==> src/source/aluPkg.sv <==
package aluPkg;

  localparam int wordWidth = 64;
  localparam int halfWidth = 32;
  localparam int flagsWidth = 6;

  // flag word order, msb first: C O A S Z P
  localparam int flagC = 5;
  localparam int flagO = 4;
  localparam int flagA = 3;
  localparam int flagS = 2;
  localparam int flagZ = 1;
  localparam int flagP = 0;

  typedef logic [wordWidth-1:0] word_t;
  typedef logic [flagsWidth-1:0] flags_t;

  typedef enum logic [4:0] {
    opAdd64  = 5'd0,
    opAdd32  = 5'd1,
    opSub64  = 5'd2,
    opSub32  = 5'd3,
    opAnd64  = 5'd4,
    opAnd32  = 5'd5,
    opOr64   = 5'd6,
    opOr32   = 5'd7,
    opXor64  = 5'd8,
    opXor32  = 5'd9,
    opXnor64 = 5'd10,
    opXnor32 = 5'd11,
    opMov64  = 5'd12,
    opMov32  = 5'd13,
    opZxt8   = 5'd14, // zero extend to 64
    opZxt16  = 5'd15,
    opSxt8   = 5'd16, // sign extend to 64
    opSxt16  = 5'd17,
    opSxt32  = 5'd18,
    opCmov64 = 5'd19,
    opCset   = 5'd20
  } aluOp_t;

  // x86 style condition codes
  typedef enum logic [3:0] {
    condZ      = 4'd0,
    condNZ     = 4'd1,
    condS      = 4'd2,
    condNS     = 4'd3,
    condUGT    = 4'd4,
    condULE    = 4'd5,
    condUGE    = 4'd6,
    condULT    = 4'd7,
    condSGT    = 4'd8,
    condSLE    = 4'd9,
    condSGE    = 4'd10,
    condSLT    = 4'd11,
    condO      = 4'd12,
    condNO     = 4'd13,
    condP      = 4'd14,
    condAlways = 4'd15
  } condCode_t;

endpackage

==> src/source/condEval.sv <==
`timescale 1ns/100ps

module condEval
(
  input  aluPkg::flags_t    flags,
  input  aluPkg::condCode_t cond,
  output logic              condTrue
);

  import aluPkg::*;

  logic c;
  logic o;
  logic s;
  logic z;
  logic p;
  logic sNeO; // signed less-than

  assign c = flags[flagC];
  assign o = flags[flagO];
  assign s = flags[flagS];
  assign z = flags[flagZ];
  assign p = flags[flagP];
  assign sNeO = s ^ o;

  always_comb
  begin
    case (cond)
      condZ:      condTrue = z;
      condNZ:     condTrue = ~z;
      condS:      condTrue = s;
      condNS:     condTrue = ~s;
      condUGT:    condTrue = ~c & ~z;
      condULE:    condTrue = c | z;
      condUGE:    condTrue = ~c;
      condULT:    condTrue = c; // borrow set
      condSGT:    condTrue = ~sNeO & ~z;
      condSLE:    condTrue = sNeO | z;
      condSGE:    condTrue = ~sNeO;
      condSLT:    condTrue = sNeO;
      condO:      condTrue = o;
      condNO:     condTrue = ~o;
      condP:      condTrue = p;
      default:    condTrue = 1'b1; // condAlways
    endcase
  end

endmodule

==> src/source/aluAdder.sv <==
`timescale 1ns/100ps

module aluAdder
(
  input  aluPkg::word_t a,
  input  aluPkg::word_t b,
  input  logic          sub,
  output aluPkg::word_t sum,
  output logic          carry64,
  output logic          carry32,
  output logic          nibbleCarry,
  output logic          ovf64,
  output logic          ovf32
);

  import aluPkg::*;

  word_t                bEff;
  logic [wordWidth:0]   full;
  logic [halfWidth:0]   low;  // low half again, for its carry out
  logic [4:0]           nib;

  // subtract as a + ~b + 1
  assign bEff = sub ? ~b : b;

  assign full = {1'b0, a} + {1'b0, bEff} + {{wordWidth{1'b0}}, sub};
  assign low  = {1'b0, a[halfWidth-1:0]} + {1'b0, bEff[halfWidth-1:0]}
              + {{halfWidth{1'b0}}, sub};
  assign nib  = {1'b0, a[3:0]} + {1'b0, bEff[3:0]} + {4'b0, sub};

  assign sum         = full[wordWidth-1:0];
  assign carry64     = full[wordWidth];
  assign carry32     = low[halfWidth];
  assign nibbleCarry = nib[4];

  // operands agree in sign, sum does not
  assign ovf64 = (a[wordWidth-1] ~^ bEff[wordWidth-1])
               & (sum[wordWidth-1] ^ a[wordWidth-1]);
  assign ovf32 = (a[halfWidth-1] ~^ bEff[halfWidth-1])
               & (sum[halfWidth-1] ^ a[halfWidth-1]);

endmodule

==> src/source/aluLogic.sv <==
`timescale 1ns/100ps

module aluLogic
(
  input  aluPkg::aluOp_t op,
  input  aluPkg::word_t  val1,
  input  aluPkg::word_t  val2,
  input  logic           condTrue,
  output aluPkg::word_t  logicResult
);

  import aluPkg::*;

  word_t valAnd;
  word_t valOr;
  word_t valXor;

  assign valAnd = val1 & val2;
  assign valOr  = val1 | val2;
  assign valXor = val1 ^ val2;

  always_comb
  begin
    case (op)
      opAnd64:
        logicResult = valAnd;
      opAnd32:
        logicResult = {{halfWidth{1'b0}}, valAnd[halfWidth-1:0]};
      opOr64:
        logicResult = valOr;
      opOr32:
        logicResult = {{halfWidth{1'b0}}, valOr[halfWidth-1:0]};
      opXor64:
        logicResult = valXor;
      opXor32:
        logicResult = {{halfWidth{1'b0}}, valXor[halfWidth-1:0]};
      opXnor64:
        logicResult = ~valXor;
      opXnor32:
        logicResult = {{halfWidth{1'b0}}, ~valXor[halfWidth-1:0]};

      // moves and extensions all take val2
      opMov64:
        logicResult = val2;
      opMov32:
        logicResult = {{halfWidth{1'b0}}, val2[halfWidth-1:0]};
      opZxt8:
        logicResult = {{(wordWidth-8){1'b0}}, val2[7:0]};
      opZxt16:
        logicResult = {{(wordWidth-16){1'b0}}, val2[15:0]};
      opSxt8:
        logicResult = {{(wordWidth-8){val2[7]}}, val2[7:0]};
      opSxt16:
        logicResult = {{(wordWidth-16){val2[15]}}, val2[15:0]};
      opSxt32:
        logicResult = {{(wordWidth-halfWidth){val2[halfWidth-1]}}, val2[halfWidth-1:0]};

      opCmov64:
        logicResult = condTrue ? val2 : val1;
      opCset:
        logicResult = {{(wordWidth-1){1'b0}}, condTrue};

      // add and sub come from the adder
      default:
        logicResult = '0;
    endcase
  end

endmodule

==> src/source/aluRetire.sv <==
`timescale 1ns/100ps

module aluRetire
(
  input  logic           clk,
  input  logic           rst,
  input  logic           dataEn,
  input  aluPkg::aluOp_t op,
  input  aluPkg::word_t  sum,
  input  aluPkg::word_t  logicResult,
  input  logic           carry64,
  input  logic           carry32,
  input  logic           nibbleCarry,
  input  logic           ovf64,
  input  logic           ovf32,
  output aluPkg::word_t  result,
  output aluPkg::flags_t flagsOut,
  output logic           setsFlags,
  output logic           retEn
);

  import aluPkg::*;

  logic   isArith;
  logic   isSub;
  logic   isLogic;
  logic   isHalf; // any 32-bit form
  logic   flagOp;
  word_t  resNext;
  flags_t flagsNext;

  assign isArith = (op == opAdd64) || (op == opAdd32) || (op == opSub64) || (op == opSub32);
  assign isSub   = (op == opSub64) || (op == opSub32);
  assign isLogic = (op == opAnd64) || (op == opAnd32) || (op == opOr64) || (op == opOr32)
                || (op == opXor64) || (op == opXor32) || (op == opXnor64) || (op == opXnor32);
  assign isHalf  = (op == opAdd32) || (op == opSub32) || (op == opAnd32) || (op == opOr32)
                || (op == opXor32) || (op == opXnor32);
  assign flagOp  = isArith | isLogic;

  always_comb
  begin
    resNext = isArith ? sum : logicResult;
    if (isHalf)
      resNext[wordWidth-1:halfWidth] = '0;
  end

  always_comb
  begin
    flagsNext = '0;
    if (flagOp)
    begin
      // borrow is the inverted carry
      flagsNext[flagC] = isArith & ((isHalf ? carry32 : carry64) ^ isSub);
      flagsNext[flagO] = isArith & (isHalf ? ovf32 : ovf64);
      flagsNext[flagA] = isArith & (nibbleCarry ^ isSub);
      flagsNext[flagS] = isHalf ? resNext[halfWidth-1] : resNext[wordWidth-1];
      flagsNext[flagZ] = (resNext == '0); // upper half already cleared
      flagsNext[flagP] = ~^resNext[7:0];
    end
  end

  always_ff @(posedge clk)
  begin
    if (rst)
    begin
      retEn     <= 1'b0;
      setsFlags <= 1'b0;
      result    <= '0;
      flagsOut  <= '0;
    end
    else
    begin
      retEn     <= dataEn;
      setsFlags <= dataEn & flagOp;
      if (dataEn)
      begin
        result   <= resNext;
        flagsOut <= flagsNext;
      end
    end
  end

endmodule

==> src/source/aluTop.sv <==
`timescale 1ns/100ps

module aluTop
(
  input  logic              clk,
  input  logic              rst,
  input  logic              dataEn,
  input  aluPkg::aluOp_t    op,
  input  aluPkg::condCode_t cond,
  input  aluPkg::word_t     val1,
  input  aluPkg::word_t     val2,
  input  aluPkg::flags_t    flagsIn,
  output aluPkg::word_t     result,
  output aluPkg::flags_t    flagsOut,
  output logic              setsFlags,
  output logic              retEn
);

  import aluPkg::*;

  logic  condTrue;
  word_t sum;
  word_t logicResult;
  logic  carry64;
  logic  carry32;
  logic  nibbleCarry;
  logic  ovf64;
  logic  ovf32;
  wire   subSel = (op == opSub64) || (op == opSub32);

  condEval u_condEval (
    .flags    (flagsIn),
    .cond     (cond),
    .condTrue (condTrue)
  );

  aluAdder u_aluAdder (
    .a           (val1),
    .b           (val2),
    .sub         (subSel),
    .sum         (sum),
    .carry64     (carry64),
    .carry32     (carry32),
    .nibbleCarry (nibbleCarry),
    .ovf64       (ovf64),
    .ovf32       (ovf32)
  );

  aluLogic u_aluLogic (
    .op          (op),
    .val1        (val1),
    .val2        (val2),
    .condTrue    (condTrue),
    .logicResult (logicResult)
  );

  // single register stage lives here
  aluRetire u_aluRetire (
    .clk         (clk),
    .rst         (rst),
    .dataEn      (dataEn),
    .op          (op),
    .sum         (sum),
    .logicResult (logicResult),
    .carry64     (carry64),
    .carry32     (carry32),
    .nibbleCarry (nibbleCarry),
    .ovf64       (ovf64),
    .ovf32       (ovf32),
    .result      (result),
    .flagsOut    (flagsOut),
    .setsFlags   (setsFlags),
    .retEn       (retEn)
  );

endmodule

==> config.mk <==
export PLATFORM = sky130hd
export DESIGN_NAME = aluTop
export DESIGN_NICKNAME = d
export VERILOG_FILES = /design/src/source/aluPkg.sv /design/src/source/condEval.sv /design/src/source/aluAdder.sv /design/src/source/aluLogic.sv /design/src/source/aluRetire.sv /design/src/source/aluTop.sv
export SDC_FILE = /design/constraint.sdc
export NUM_CORES = 1
export LEC_CHECK = 0
export BUFFER_PORTS_ARGS = -buffer_cell sky130_fd_sc_hd__buf_2
export CELL_PAD_IN_SITES_DETAIL_PLACEMENT = 1
export CELL_PAD_IN_SITES_GLOBAL_PLACEMENT = 1
export CORE_MARGIN = 4
export CORE_UTILIZATION = 40
export CTS_CLUSTER_SIZE = 25
export DETAILED_ROUTE_END_ITERATION = 12
export GPL_ROUTABILITY_DRIVEN = 0
export PLACE_DENSITY = 0.78
export SLEW_MARGIN = 20
export SYNTH_ARGS = -nofsm -noshare
export SYNTH_HDL_FRONTEND = slang
export SYNTH_HIERARCHICAL = 1
export SYNTH_SLANG_ARGS = --single-unit
==> constraint.sdc <==
create_clock -name clk -period 6.7 [get_ports clk]
set_clock_uncertainty 0.15 [all_clocks]
set_input_delay 0 -clock clk [delete_from_list [all_inputs] [get_ports clk]]
set_output_delay 0 -clock clk [all_outputs]
set_load 0.02 [all_outputs]
Word level (Yosys, flattened, before mapping):

Cells that the tools add are included.

* register bits: 72
* input bits: 146
* output and inout port bits: 72
* word-level logic and storage cells: 103

* add/subtract/negate cells: 6
* eq/ne operators: 34
* muxes and demuxes: 10
* bitwise logic cells: 29
* reductions and logical operators: 20

Operator list (count)
* 64-bit one-hot mux with 17 select lines: 1
* 64-bit 2-to-1 mux: 3
* 64-bit NOT: 2
* 64-bit by 64-bit adder with 65-bit output: 1
* 65-bit by 1-bit adder with 65-bit output: 1
* 64-bit AND: 1
* 64-bit zero test: 1
* 64-bit bitwise OR: 1
* 64-bit bitwise XOR: 1
* 5-bit by 4-bit equality test with 1-bit output, second input constant: 8
* 32-bit by 32-bit adder with 33-bit output: 1
* 33-bit by 1-bit adder with 33-bit output: 1
* 32-bit 2-to-1 mux: 1
* 32-bit NOT: 1
* 4-bit equality test, second input constant: 7
* 5-bit equality test, second input constant: 5
* 5-bit by 3-bit equality test with 1-bit output, second input constant: 4
* 4-bit by 3-bit equality test with 1-bit output, second input constant: 4
* 1-bit logical OR: 16
* 1-bit one-hot mux with 15 select lines: 1
* 5-bit by 2-bit equality test with 1-bit output, second input constant: 2
* 1-bit AND: 8
* 4-bit by 2-bit equality test with 1-bit output, second input constant: 2
* 8-bit XNOR reduction: 1
* other kinds (12): 25

Longest topological paths before layout:

* depth in word-level cells: 10
* mapped depth: 21
* gate-level depth less buffers: 19

Modules after synthesis:

Netlist, hierarchy kept.

Modules (own cells, without submodules)
* aluLogic: times used 1, cells an instance 763, area each 5519.0 sq um, seq. area each 0.0 sq um
* aluAdder: times used 1, cells an instance 643, area each 4474.3 sq um, seq. area each 0.0 sq um
* aluRetire: times used 1, cells an instance 385, area each 3423.3 sq um, seq. area each 1441.4 sq um
* condEval: times used 1, cells an instance 25, area each 166.4 sq um, seq. area each 0.0 sq um
* aluTop: times used 1, cells an instance 1, area each 15.0 sq um, seq. area each 0.0 sq um

Worst setup path before layout:

Ideal clock, no wire load.

* kind: input -> register
* start: input op[4]
* end: register u_aluRetire.flagsOut[1]
* library setup time: 57 ps
* arrival: 4148 ps
* data required time: 6493 ps
* setup slack: 2345 ps
* stages: 20
* buffers on the path: 3
* cell sequence: nor4b_2 buf_4 buf_1 xor2_1 ha_1 buf_2 a21o_1 a21o_1 a21o_1 a31oi_1 o21ai_1 a221o_1 a41o_2 a221oi_2 xnor2_1 o41ai_1 nand3_1 a221o_1 nor4_1 a21o_1

* elaborated cells between the ends (all ways): 46
* classes of those cells: add/sub: 2; eq/ne: 20; mux: 5; bitwise: 1; reduce/logical: 18

RTL lines
* start, declared: line aluTop.sv:8 `input aluPkg::aluOp_t op,`
* 5-bit by 2-bit equality test with 1-bit output: line aluTop.sv:29 `wire subSel = (op == opSub64) || (op == opSub32);`
* 1-bit logical OR (*): line aluTop.sv:29
* 64-bit 2-to-1 mux: line aluAdder.sv:24 `assign bEff = sub ? ~b : b;`
* 64-bit by 64-bit adder with 65-bit output: line aluAdder.sv:26 `assign full = {1'b0, a} + {1'b0, bEff} + {{wordWidth{1'b0}}, sub};`
* 65-bit by 1-bit adder with 65-bit output (*): line aluAdder.sv:26
* net sum[59]: line aluTop.sv:22 `word_t sum;`
* 64-bit 2-to-1 mux (*): line aluRetire.sv:42 `resNext = isArith ? sum : logicResult;`
* 32-bit 2-to-1 mux (*): line aluRetire.sv:43 `if (isHalf)`
* 64-bit zero test (*): line aluRetire.sv:57 `flagsNext[flagZ] = (resNext == '0);`
* 6-bit 2-to-1 mux (*): line aluRetire.sv:50 `if (flagOp)`
* end signal, assigned: line aluRetire.sv:78 `flagsOut <= flagsNext;`
* end, declared: line aluRetire.sv:17 `output aluPkg::flags_t flagsOut,`

Mark *: on every way through the listed nets, which the timed path passes. The rest lies on a longest branch.
A chain may end at the register's enable or synchronous reset.

Worst setup path in the final report:

* start: input op[1]
* end: register u_aluRetire.flagsOut[1]

* elaborated cells between the ends (all ways): 46
* classes of those cells: add/sub: 2; eq/ne: 20; mux: 5; bitwise: 1; reduce/logical: 18

RTL lines (line)
* 5-bit by 2-bit equality test with 1-bit output: aluTop.sv:29
* 1-bit logical OR (*): aluTop.sv:29
* net subSel: aluTop.sv:29
* 64-bit 2-to-1 mux: aluAdder.sv:24
* 64-bit by 64-bit adder with 65-bit output: aluAdder.sv:26
* 65-bit by 1-bit adder with 65-bit output (*): aluAdder.sv:26
* net sum[62]: aluTop.sv:22
* 64-bit 2-to-1 mux (*): aluRetire.sv:42
* 32-bit 2-to-1 mux (*): aluRetire.sv:43
* 64-bit zero test (*): aluRetire.sv:57
* 6-bit 2-to-1 mux (*): aluRetire.sv:50

Marked as above.

==> impl_metrics.json <==
{
  "finalCriticalPeriod_ps": 5590,
  "cts_setup_buffers": 0,
  "ys_seq_elements": 72,
  "synth.net_count": 2159,
  "ys_top_cells_by_count": "195 x ha_1, 155 x inv_1, 137 x nand2_1",
  "hold_viol": 0,
  "rsz0062_at_grt": "no",
  "cp_top_family": "simple AND/OR/NAND/NOR gates",
  "drc": 0,
  "min_from": "val2[28]",
  "setup_viol": 0,
  "multi_input_area_um2": 11000,
  "critPathMaxFanout": 26,
  "cp.arrival_ps": 5710,
  "max_freq_ghz": 0.179,
  "synth_edf_count": 0,
  "finalWorstSetupSlack_ps": 1110,
  "via_per_inst": 6.24,
  "yosysTopAreaCellShare": 0.179,
  "p_leak_nw": 7.38,
  "synth-main-ff-cell": "dfxtp_1",
  "grt_max_degree": 88,
  "stdcell_area_um2": 15100,
  "status": "finished clean",
  "netlist_instances": 1817,
  "path_clk_slew_ps": 60,
  "grt_pass1_vias": 14600,
  "vias": 14900,
  "yosysSeqAreaShare": 0.106,
  "ir_drop_v": 0.000123,
  "utilization": 0.452,
  "nets": 2275,
  "synth_most_common_cell": "ha_1",
  "port_buffers": 216,
  "finalPower_mw": 2.25,
  "die_w_um": 192,
  "fp-row-count": 67,
  "dp_hpwl_um": 43400,
  "crit_path_max_incr_delay_ps": 670,
  "chipHeight_um": 192,
  "cts_buffers": 9,
  "grt_overflow_total": 0,
  "syn2layout_area_growth_pct": 11.4,
  "async_reset_ff_frac": 0,
  "netlist-cell-type-count": 89,
  "cap_violations": 0,
  "grt_pass1_wl_um": 83200,
  "avgSynthCellArea_um2": 7.48,
  "pre_cts_ws_ps": 1030,
  "fill_cells": 4284,
  "dpl_cell_area_um2": 14800,
  "clockBufferDepth": 2,
  "holdCritPathClass": "in2reg",
  "r2r_start": "u_aluRetire/result[47]",
  "regArea_um2": 1440,
  "path_cells": "buf_4, nor4b_4, buf_4, xor2_1, ha_1, and4_1, nand4_1, and4bb_2, o41ai_2, nand3_1, a21oi_1, o31ai_1, a31oi_1, xnor2_1, nor4_1, nand2_1, o41ai_1, nand4_1, nor4_1, a21o_1",
  "end_kind": "register",
  "avgRoutedWirePerCell_um": 22.9,
  "cts-root-buf": "clkbuf_16",
  "worstSetupPathType": "in2reg",
  "first_iter_violations": 1487,
  "synthesis.area_um2": 13600,
  "finalMaxSlewViolations": 0,
  "start_util": 0.406,
  "worstMarginPinSlew_ps": 1100,
  "tritoncts": "yes",
  "grt_use_total": 0.281,
  "cp-startpoint": "op[1]",
  "dieArea_um2": 37000,
  "yosysWarnings": 6,
  "crit_slowest_cell": "o31ai_1",
  "required_ps": 6820,
  "yosys.area.top_type": "ha_1",
  "io_pins": 218,
  "drt-total-wl_um": 54700,
  "drive_gt1_frac": 0.161,
  "dr.pass1.iters": 6,
  "final_antenna_net_count": 0,
  "slew_headroom": 0.266,
  "fin_setup_tns_ps": 0,
  "clkLatencyLatePin_ps": 320,
  "core-area_um2": 33500,
  "htree_levels": 3,
  "path_buf_inv": 2,
  "clkSinkCount": 72,
  "p_per_area_nw_per_um2": 148,
  "synthTopCellsByArea": "ha_1 18%, dfxtp_1 11%, xor2_1 8.3%",
  "antenna_found_initial": 2,
  "startpoint_type": "input port",
  "timing.final.crit_share": 0.834
}
==> area by class of cell <==
cell class | count | share of cell area
antenna | 1 | 0.000165
sequential | 72 | 0.0951
multi-input combinational | 1457 | 0.728
inverter | 155 | 0.0384
clock buffer | 10 | 0.0151
timing repair buffer | 238 | 0.0831
tap | 448 | 0.0370
clock inverter | 6 | 0.00289
==> registers in the layout (all words and copies together) (netlist names) <==
signal	count
u_aluRetire/flagsOut	6
u_aluRetire/result	64
u_aluRetire/retEn	1
u_aluRetire/setsFlags	1
==> metal layers <==
layer  part of all wire  up-vias  GRT usage  wire length [um]
met5            0.00035        -          0                19
met4              0.024        2     0.0738              1310
met3              0.085       83     0.0421              4670
met2               0.43      624      0.429             23400
met1               0.46     7269      0.412             25300
li1                   -     6922          -                 -
==> what timing repair did <==
action,in CTS,in global routing
hold endpoints to repair,13,0
gates resized for setup,0,0
hold buffers,1,0
==> path summary, 6_finish.rpt <==
| kind | end | slack (ps) | cells past startpoint |
|---|---|---|---|
| worst min-delay path | u_aluRetire/result[28] | 140 | 5 |
| worst min register to register | u_aluRetire/flagsOut[3] | 320 | 2 |
| worst max-delay path | u_aluRetire/flagsOut[1] | 1110 | 20 |
| worst max register to register | u_aluRetire/result[47] | 5780 | 2 |
==> power breakdown <==
part	total, mW	internal, mW	switching (mW)
Clock	0.431	0.251	0.179
Sequential	0.475	0.458	0.0167
Combinational	1.34	0.473	0.871
Total	2.25	1.18	1.07
==> cell usage in the layout, fill, tap and decap left out, types with 10 or more instances in the layout <==
cell / instances
a211oi_1: 50
o21bai_1: 12
inv_1: 155
nand3_1: 52
dfxtp_1: 72
o211ai_2: 10
a21oi_1: 93
buf_4: 21
nand2_1: 137
o21ai_0: 110
nor3_1: 39
xnor2_1: 37
a22oi_1: 32
nor4_1: 16
a222oi_1: 36
nor2_1: 120
nand2b_1: 12
a221oi_2: 11
a2bb2oi_1: 30
a21o_1: 32
o22ai_1: 27
a31oi_1: 11
a221o_1: 11
xor2_1: 129
ha_1: 195
buf_2: 215
nand4_1: 22
o211ai_1: 14
a221oi_1: 29
mux2i_1: 51
==> logic make-up (layout without fill, tap and decap cells) <==
kind of cell | after synthesis | count (layout) | share of synthesized area
adder cells (fa/ha/maj) | 196 | 196 | 0.181
AND/OR/NAND/NOR | 463 | 463 | 0.166
AO/OA/AOI/OAI | 579 | 579 | 0.314
XOR/XNOR | 166 | 166 | 0.107
multiplexers | 53 | 53 | 0.0392
other | 0 | 1 | 0
flip-flops | 72 | 72 | 0.106
buffers and inverters | 288 | 409 | 0.0868
==> metrics by stage <==
step | hold WS [ps] | instances
final | 137 | 2387
after global routing | 177 | 2387
after CTS | 130 | 2385
after floorplan | 5.15 | 1817
after global placement | 269 | 2368
after detailed placement | 267 | 2368
==> worst reg2reg max path: cells and delay by family (launching register included) <==
kind	cells	cell delay [ps]
compound gates	1	260
simple gates	1	60
flops	1	350
Power figures use the tool's default switching activity.
